<file path="config.mk">
export PLATFORM = sky130hd
export DESIGN_NAME = bk_audio_top
export DESIGN_NICKNAME = d
export VERILOG_FILES = /design/src/common/bk_audio_pkg.sv /design/src/source/bk_audio_top.sv /design/src/audio/stereo_blend.sv /design/src/audio/channel_mix.sv /design/src/source/bus_write_regs.sv
export VERILOG_INCLUDE_DIRS = /design/src /design/src/common
export SDC_FILE = /design/constraint.sdc
export NUM_CORES = 1
export LEC_CHECK = 0
export ABC_AREA = 1
export BUFFER_PORTS_ARGS = -buffer_cell sky130_fd_sc_hd__buf_2
export CORE_MARGIN = 5
export CORE_UTILIZATION = 51
export DETAILED_ROUTE_END_ITERATION = 6
export GPL_TIMING_DRIVEN = 0
export PLACE_DENSITY = 0.72
export SETUP_SLACK_MARGIN = 0.2
export SLEW_MARGIN = 25
export SYNTH_ARGS = -nofsm -noshare
export SYNTH_HDL_FRONTEND = slang
export SYNTH_HIERARCHICAL = 1
export SYNTH_SLANG_ARGS = --single-unit
</file>
<file path="constraint.sdc">
create_clock -name clk_sys -period 4.6 [get_ports clk_sys]
set_clock_uncertainty 0.15 [all_clocks]
set_input_delay 0.46 -clock clk_sys [delete_from_list [all_inputs] [get_ports clk_sys]]
set_output_delay 0.46 -clock clk_sys [all_outputs]
set_load 0.01 [all_outputs]
</file>
<file path="src/common/bk_audio_params.svh">
////////////////////////////////////////////////////////////////////////////
// Sound path widths and bus bit positions
// Shared by the package, the write register block and the audio stages
////////////////////////////////////////////////////////////////////////////

`ifndef BK_AUDIO_PARAMS_SVH
`define BK_AUDIO_PARAMS_SVH

// Datapath widths
`define BK_DATA_W    16
`define BK_LEVEL_W   10
`define BK_SAMPLE_W  16
`define BK_PSG_W     8
`define BK_SPK_W     3

// High byte write with this bit set leaves the speaker alone
`define BK_WTBT_HI_KEEP  11

// Speaker bits in the system register word
`define BK_SPK_BIT2  6
`define BK_SPK_BIT1  5
`define BK_SPK_BIT0  2

// Left and right
`define BK_CHANNELS  2

`endif
</file>
<file path="src/common/bk_audio_pkg.sv">
////////////////////////////////////////////////////////////////////////////
// Sound path types
// Bus write cycle, generator levels, mixer input and channel level
////////////////////////////////////////////////////////////////////////////

`include "bk_audio_params.svh"

package bk_audio_pkg;

	// One CPU bus write as seen by the register block
	typedef struct packed {
		logic                  sysreg_write;
		logic                  port_write;
		logic [1:0]            wtbt;
		logic [`BK_DATA_W-1:0] data;
	} bus_wr_t;

	// Sound generator outputs
	typedef struct packed {
		logic [`BK_PSG_W-1:0] a;
		logic [`BK_PSG_W-1:0] b;
		logic [`BK_PSG_W-1:0] c;
		logic                 active;
	} psg_levels_t;

	// Everything one channel mixer needs
	typedef struct packed {
		logic [`BK_PSG_W-1:0]    main;
		logic [`BK_PSG_W-1:0]    shared;
		logic                    active;
		logic [`BK_DATA_W/2-1:0] covox_byte;
		logic [`BK_SPK_W-1:0]    spk;
		logic                    covox_enable;
	} mix_in_t;

	typedef logic [`BK_LEVEL_W-1:0] level_t;

endpackage

</file>
<file path="src/source/bk_audio_top.sv">
////////////////////////////////////////////////////////////////////////////
// BK sound path top
// Bus write registers feed two channel mixers, then the stereo blend
////////////////////////////////////////////////////////////////////////////

`timescale 1ns/1ps

`include "bk_audio_params.svh"

module bk_audio_top (
	input  logic                      clk_sys,
	input  logic                      reset,
	input  bk_audio_pkg::bus_wr_t     bus,
	input  logic                      bk0010,
	input  logic                      covox_enable,
	input  bk_audio_pkg::psg_levels_t psg,
	input  logic [1:0]                audio_mix,
	output logic [`BK_SAMPLE_W-1:0]   audio_l,
	output logic [`BK_SAMPLE_W-1:0]   audio_r
);

	import bk_audio_pkg::*;

	logic [`BK_SPK_W-1:0]  spk;
	logic [`BK_DATA_W-1:0] port_data;
	level_t                levels [`BK_CHANNELS];

	bus_write_regs bus_write_regs_inst (
		.clk_sys   (clk_sys),
		.reset     (reset),
		.bus       (bus),
		.bk0010    (bk0010),
		.spk       (spk),
		.port_data (port_data)
	);

	////////////////////////////////////////////////////////////////////////////
	// Channel mixers, left takes level a and the low port byte

	genvar ch;
	generate
		for (ch = 0; ch < `BK_CHANNELS; ch++) begin : g_chan
			mix_in_t mix_in;

			assign mix_in = '{
				main:         (ch == 0) ? psg.a : psg.c,
				shared:       psg.b,
				active:       psg.active,
				covox_byte:   port_data[ch*(`BK_DATA_W/2) +: (`BK_DATA_W/2)],
				spk:          spk,
				covox_enable: covox_enable
			};

			channel_mix channel_mix_inst (
				.clk_sys (clk_sys),
				.reset   (reset),
				.mix_in  (mix_in),
				.level   (levels[ch])
			);
		end
	endgenerate

	stereo_blend stereo_blend_inst (
		.clk_sys   (clk_sys),
		.reset     (reset),
		.level_l   (levels[0]),
		.level_r   (levels[1]),
		.audio_mix (audio_mix),
		.audio_l   (audio_l),
		.audio_r   (audio_r)
	);

endmodule

</file>
<file path="src/audio/stereo_blend.sv">
////////////////////////////////////////////////////////////////////////////
// Stereo blend
// Applies the four-step cross-mix and widens both levels to 16-bit samples
////////////////////////////////////////////////////////////////////////////

`timescale 1ns/1ps

`include "bk_audio_params.svh"

module stereo_blend (
	input  logic                     clk_sys,
	input  logic                     reset,
	input  bk_audio_pkg::level_t     level_l,
	input  bk_audio_pkg::level_t     level_r,
	input  logic [1:0]               audio_mix,
	output logic [`BK_SAMPLE_W-1:0]  audio_l,
	output logic [`BK_SAMPLE_W-1:0]  audio_r
);

	import bk_audio_pkg::*;

	localparam int SUM_W = `BK_LEVEL_W + 2;

	// Cross weight k in quarters, own weight is 4 - k
	logic [1:0]       k;
	logic [2:0]       own_w;
	logic [SUM_W-1:0] sum_l;
	logic [SUM_W-1:0] sum_r;
	level_t           blend_l;
	level_t           blend_r;

	// Settings 2 and 3 both land on an even split
	assign k     = audio_mix[1] ? 2'd2 : {1'b0, audio_mix[0]};
	assign own_w = 3'd4 - {1'b0, k};

	always_comb begin
		sum_l = SUM_W'(level_l) * SUM_W'(own_w) + SUM_W'(level_r) * SUM_W'(k);
		sum_r = SUM_W'(level_r) * SUM_W'(own_w) + SUM_W'(level_l) * SUM_W'(k);
	end

	// Divide by four, remainder dropped
	assign blend_l = sum_l[SUM_W-1:2];
	assign blend_r = sum_r[SUM_W-1:2];

	////////////////////////////////////////////////////////////////////////////
	// Sample registers

	always_ff @(posedge clk_sys) begin
		if (reset) begin
			audio_l <= '0;
			audio_r <= '0;
		end else begin
			// Level goes in the top bits, unsigned
			audio_l <= {blend_l, {(`BK_SAMPLE_W - `BK_LEVEL_W){1'b0}}};
			audio_r <= {blend_r, {(`BK_SAMPLE_W - `BK_LEVEL_W){1'b0}}};
		end
	end

endmodule

</file>
<file path="src/audio/channel_mix.sv">
////////////////////////////////////////////////////////////////////////////
// Channel mixer
// Combines generator levels, speaker bits and one covox byte into a
// registered 10-bit channel level
////////////////////////////////////////////////////////////////////////////

`timescale 1ns/1ps

module channel_mix (
	input  logic                  clk_sys,
	input  logic                  reset,
	input  bk_audio_pkg::mix_in_t mix_in,
	output bk_audio_pkg::level_t  level
);

	import bk_audio_pkg::*;

	level_t level_next;

	// Source select
	always_comb begin
		if (mix_in.active) begin
			// Generator running, speaker rides on top at a quarter weight
			level_next = {1'b0, mix_in.main, 1'b0}
			           + {2'b00, mix_in.shared}
			           + {2'b00, mix_in.spk, 5'b00000};
		end else if (mix_in.covox_enable) begin
			level_next = {1'b0, mix_in.spk, 6'b000000}
			           + {1'b0, mix_in.covox_byte, 1'b0};
		end else begin
			// Speaker alone uses the full range
			level_next = {mix_in.spk, 7'b0000000};
		end
	end

	////////////////////////////////////////////////////////////////////////////
	// Output register

	always_ff @(posedge clk_sys) begin
		if (reset)
			level <= '0;
		else
			level <= level_next;
	end

endmodule

</file>
<file path="src/source/bus_write_regs.sv">
////////////////////////////////////////////////////////////////////////////
// Bus write registers
// Captures the speaker bits from system register writes and the two
// covox bytes from parallel port writes, once per strobe
////////////////////////////////////////////////////////////////////////////

`timescale 1ns/1ps

`include "bk_audio_params.svh"

module bus_write_regs (
	input  logic                   clk_sys,
	input  logic                   reset,
	input  bk_audio_pkg::bus_wr_t  bus,
	input  logic                   bk0010,
	output logic [`BK_SPK_W-1:0]   spk,
	output logic [`BK_DATA_W-1:0]  port_data
);

	// Previous strobe levels for edge detection
	logic sysreg_prev;
	logic port_prev;
	logic sysreg_rise;
	logic port_rise;
	logic spk_take;

	assign sysreg_rise = bus.sysreg_write & ~sysreg_prev;
	assign port_rise   = bus.port_write & ~port_prev;

	// Low byte enabled, and the high byte either absent or not holding keep
	assign spk_take = bus.wtbt[0] & (~bus.wtbt[1] | ~bus.data[`BK_WTBT_HI_KEEP]);

	////////////////////////////////////////////////////////////////////////////
	// Strobe history

	always_ff @(posedge clk_sys) begin
		if (reset) begin
			sysreg_prev <= 1'b0;
			port_prev   <= 1'b0;
		end else begin
			sysreg_prev <= bus.sysreg_write;
			port_prev   <= bus.port_write;
		end
	end

	////////////////////////////////////////////////////////////////////////////
	// Speaker and covox port

	always_ff @(posedge clk_sys) begin
		if (reset) begin
			spk       <= '0;
			port_data <= '0;
		end else begin
			if (sysreg_rise && spk_take) begin
				// Bit 0 does not exist on the BK0010
				spk <= {bus.data[`BK_SPK_BIT2],
				        bus.data[`BK_SPK_BIT1],
				        bus.data[`BK_SPK_BIT0] & ~bk0010};
			end
			if (port_rise) begin
				if (bus.wtbt[0])
					port_data[`BK_DATA_W/2-1:0] <= bus.data[`BK_DATA_W/2-1:0];
				if (bus.wtbt[1])
					port_data[`BK_DATA_W-1:`BK_DATA_W/2] <= bus.data[`BK_DATA_W-1:`BK_DATA_W/2];
			end
		end
	end

endmodule

</file>
**Yosys cells after proc, flatten, opt, wreduce, memory -nomap -nowiden**

Cells that the tools add are included.

- Memory bits (writable): 0
- Output and inout port bits: 32
- Register bits: 73
- Memories kept: 0
- Bits in latches: 0
- Bits of input ports: 51
- ROM bits: 0
- Logic and storage cells: 42

- Multipliers: 4
- $add $sub $neg: 9
- Bitwise operators: 10
- Muxes and demuxes: 5
- Magnitude comparators: 0
- Equal/unequal tests: 0
- Reduce and logical (&&, ||, !) cells: 3
- Divide/modulo/power cells: 0
- Shift-type cells: 0

Operator list:

| operator | number |
|---|---|
| two-way mux 10 bit | 4 |
| adder 12 bit | 2 |
| multiplier 10 x 2 -> 12 bit | 2 |
| multiplier 10 x 3 -> 12 bit | 2 |
| adder 10 x 8 -> 10 bit | 2 |
| adder 9 x 8 -> 10 bit | 2 |
| adder 9 x 9 -> 10 bit | 2 |
| inverter 1 bit | 5 |
| AND 1 bit | 4 |
| AND reduction 2 bit | 2 |
| subtractor 3 x 2 -> 3 bit (first input constant) | 1 |
| two-way mux 2 bit | 1 |
| logical AND 1 bit | 1 |
| bitwise OR 1 bit | 1 |

**Logic depth before layout (Yosys ltp)**

- Depth in word-level cells: 4
- Gate-level depth with buffers: 21
- Mapped depth without buffers: 20

**Modules after synthesis**

Netlist, hierarchy kept.

Modules (own cells, without submodules):

| module | area each (um^2) | times used | sequential area each (um^2) | cells each |
|---|---|---|---|---|
| stereo_blend | 3,782.4 | 1 | 400.4 | 572 |
| channel_mix at g_chan[0].channel_mix_inst | 897.1 | 1 | 200.2 | 121 |
| channel_mix at g_chan[1].channel_mix_inst | 894.6 | 1 | 200.2 | 120 |
| bus_write_regs | 853.3 | 1 | 420.4 | 108 |

**Least setup slack after synthesis**

OpenSTA, ideal clock, no wires.

- Path type: input to register
- From: input audio_mix[1]
- To: register stereo_blend_inst.audio_r[13]
- Stages: 18
- Data required time: 4,335 ps
- Buffers on the path: 2
- Setup slack: 658 ps
- Library setup time: 115 ps
- Arrival time: 3,677 ps
- Cell sequence: nor2_2 -> buf_2 -> buf_2 -> nand2_1 -> fa_1 -> fa_1 -> inv_1 -> ha_1 -> inv_1 -> xor2_1 -> inv_2 -> fa_1 -> inv_1 -> nand3_1 -> nand3_1 -> nand4_1 -> a21oi_1 -> nor2_1

- Word-level cells in the longest chain between the ends: 4
- Elaborated cells between the ends (all ways): 5
- Those cells by class: add/sub (2); mul (2); mux (1)

RTL lines:

| element | line | text |
|---|---|---|
| from (decl) | bk_audio_top.sv:17 | `input logic [1:0] audio_mix,` |
| two-way mux 2 bit (*) | stereo_blend.sv:33 | `assign k = audio_mix[1] ? 2'd2 : {1'b0, audio_mix[0]};` |
| subtractor 3 x 2 -> 3 bit | stereo_blend.sv:34 | `assign own_w = 3'd4 - {1'b0, k};` |
| multiplier 10 x 3 -> 12 bit | stereo_blend.sv:38 | `sum_r = SUM_W'(level_r) * SUM_W'(own_w) + SUM_W'(level_l) * SUM_W'(k);` |
| adder 12 bit (*) | stereo_blend.sv:38 |  |
| to (signal assigned) | stereo_blend.sv:55 | `` audio_r <= {blend_r, {(`BK_SAMPLE_W - `BK_LEVEL_W){1'b0}}}; `` |
| to (decl) | stereo_blend.sv:17 | `` output logic [`BK_SAMPLE_W-1:0] audio_r `` |

Every way passes the cells marked *; elsewhere a longest branch is shown, timed or not.
A chain may end at the register's enable or synchronous reset.

**Final worst setup path**

Ends and elaborated chain as after synthesis.

==> impl_metrics.tcl <==
set metrics [dict create \
    outcome "finished clean" \
    ant_nets 0 \
    start_util_pct 51.56 \
    maxCapViolations 0 \
    ctsHoldBuffers 0 \
    ys_top_cells_by_area "dfxtp_1, fa_1, inv_1" \
    yosys.cell_count.top_type "inv_1" \
    ys.flop_type "dfxtp_1" \
    clockBufferDepth 2 \
    rows 41 \
    reg2reg_from "g_chan[0].channel_mix_inst/level[2]" \
    die_h_um 122.3 \
    hold_violations 0 \
    vdd_drop_max_mv 0.2589 \
    synth_edf_count 0 \
    synth_seq_area_share_pct 19.00 \
    cts.sinks 61 \
    root_buffer "clkbuf_16" \
    slew_viol_final 0 \
    via_per_inst 4.794 \
    clk_pin_slew_ns 0.05 \
    yosysTopAreaCellShare_pct 19.00 \
    ff2ff_setup_slack_ns 0.90 \
    worst_ep_required_time_ns 4.68 \
    syn_avg_cell_area_um2 6.979 \
    whs_ns 0.1873 \
    fmax_mhz 238.1 \
    wl_per_cell_um 12.52 \
    arrival_ns 4.28 \
    powerDensity_nw_per_um2 277.3 \
    grt_max_degree 13 \
    ys.warnings.count 6 \
    netlist_instances 921 \
    grt_pass1_vias 5648 \
    vias 5695 \
    clock_latency_ns 0.34 \
    cellLeakagePower_uw 0.004145 \
    gr-usage-all-layers_pct 21.66 \
    drc 0 \
    hp-start "bus[19]" \
    synth_top_area_cell "dfxtp_1" \
    layout.nets 1180 \
    gp_congestion 0.9227 \
    hold_path.class "primary input to register" \
    cts_tree "built" \
    core_area_um2 12470 \
    synthToLayoutAreaGrowth_pct 14.87 \
    async_flop_share_pct 0 \
    worst_slew_pin_slew_ns 0.5672 \
    drive_gt1_share_pct 14.86 \
    wirelength_mm 14.88 \
    antenna_found_initial 0 \
    overflow 0 \
    setup_viol_count_final 0 \
    fin_crit_sh_pct 91.31 \
    die_w_um 122.3 \
    post-route-util_pct 59.23 \
    io_buffers 68 \
    dp_hpwl_mm 12.48 \
    critPathKind "primary input to register" \
    rsz0062_at_grt "no" \
    period_minus_slack_ns 4.200 \
    syn_area_um2 6427 \
    drtIter0Drc 260 \
    cts_max_level 3 \
    worstSetupStartpoint "audio_mix[1]" \
    end_kind "register" \
    grt_pass1_wl_mm 25.32 \
    startpoint_type "primary input" \
    relSlewSlack_pct 62.13 \
    ys_ff_latch 61 \
    io_pins 83 \
    path_max_fanout 10 \
    synthDistinctLibCells 36 \
    antenna_cells 0 \
    die_area_um2 14950 \
    cts_buffers 9 \
    dr.pass1.iters 5 \
    netlist_top_cells_count "inv_1, nand2_1, nor2_1, dfxtp_1, fa_1" \
]
## cell type report
type / count / area [um^2]
Fill cell: 1249 / 5082
Multi-Input combinational cell: 617 / 4212
Sequential cell: 61 / 1221
Inverter: 223 / 837.1
Timing Repair Buffer: 68 / 340.3
Clock buffer: 12 / 246.5
Buffer: 31 / 216.5
Tap cell: 172 / 215.2
Clock inverter: 4 / 95.09
## where the power goes
group | switching, uW | leakage (uW) | internal (uW)
Clock | 237 | 0.000167 | 543
Sequential | 25.4 | 0.000501 | 580
Combinational | 408 | 0.00348 | 255
Total | 670 | 0.00415 | 1380
## critical path: stages
cell,delay [ns]
buf_2,0.13
nor2_4,0.20
clkbuf_4,0.27
clkbuf_4,0.25
nand2_1,0.08
fa_1,0.46
fa_1,0.54
inv_1,0.04
ha_1,0.28
inv_1,0.11
xor2_2,0.27
inv_2,0.07
fa_1,0.45
inv_1,0.12
nand3_1,0.08
nand3_1,0.12
nand4_1,0.13
a21oi_1,0.15
nor2_1,0.06
## layer usage
layer  track usage (%)  vias to the layer above  routed length [um]
li1                  -                     2942                   -
met3             3.871                       29                 708
met1             25.33                     2585                6216
met2             38.41                      139                7429
met4             10.15                        0                 522
met5                 0                        -                   0
## state kept, by name (all words and copies together), names as in the netlist
signal                           cells
bus_write_regs_inst/sysreg_prev      1
g_chan.channel_mix_inst/level       20
bus_write_regs_inst/spk              3
bus_write_regs_inst/port_prev        1
stereo_blend_inst/audio_l           10
stereo_blend_inst/audio_r           10
bus_write_regs_inst/port_data       16
## metrics by stage
step	total power, uW	setup TNS [ns]	instances	cell area [um^2]	setup WS [ns]
finish	2048	0	1188	7383	0.3997
global route	2198	0	1188	7383	0.2159
CTS	2066	0	1188	7373	0.2418
detailed placement	1273	-0.2884	1172	7024	-0.1995
global placement	1262	-0.2237	1172	7024	-0.1624
floorplan	1096	0	932	6469	0.6583
## path summary, 6_finish.rpt
check	to	depth (start not counted)
max	stereo_blend_inst/audio_r[13]	19
min	bus_write_regs_inst/sysreg_prev	3
max reg2reg	stereo_blend_inst/audio_r[13]	15
min reg2reg	bus_write_regs_inst/port_data[7]	2
## cell usage in the layout (no fill, tap or decap), types with 3 or more instances in the layout
cell type	count
o21ai_0	14
clkbuf_16	9
bufinv_16	3
fa_1	60
conb_1	12
nand4_1	21
ha_1	58
dfxtp_1	61
nor2_1	115
or2_1	3
inv_2	14
nor2_2	3
a21oi_1	57
nand3_2	6
clkbuf_1	3
buf_4	17
a21oi_2	5
nand2_1	194
nand2_2	4
xor2_1	6
nand3_1	39
inv_1	207
buf_2	77
## what timing repair did
action / CTS / global route
setup buffers: 0 / 0
setup endpoints to repair: 1 / 3
gates resized for setup: 1 / 3
pin swaps: 0 / 0
## cell families after synthesis
logic type,synth area share [%]
flops,19.00
xor+xnor,1.226
fa+ha+maj,29.98
other cells,0.05834
buf+inv,16.31
compound gates,7.027
simple gates,26.40
Note: power is estimated with default switching activity, not from simulation.
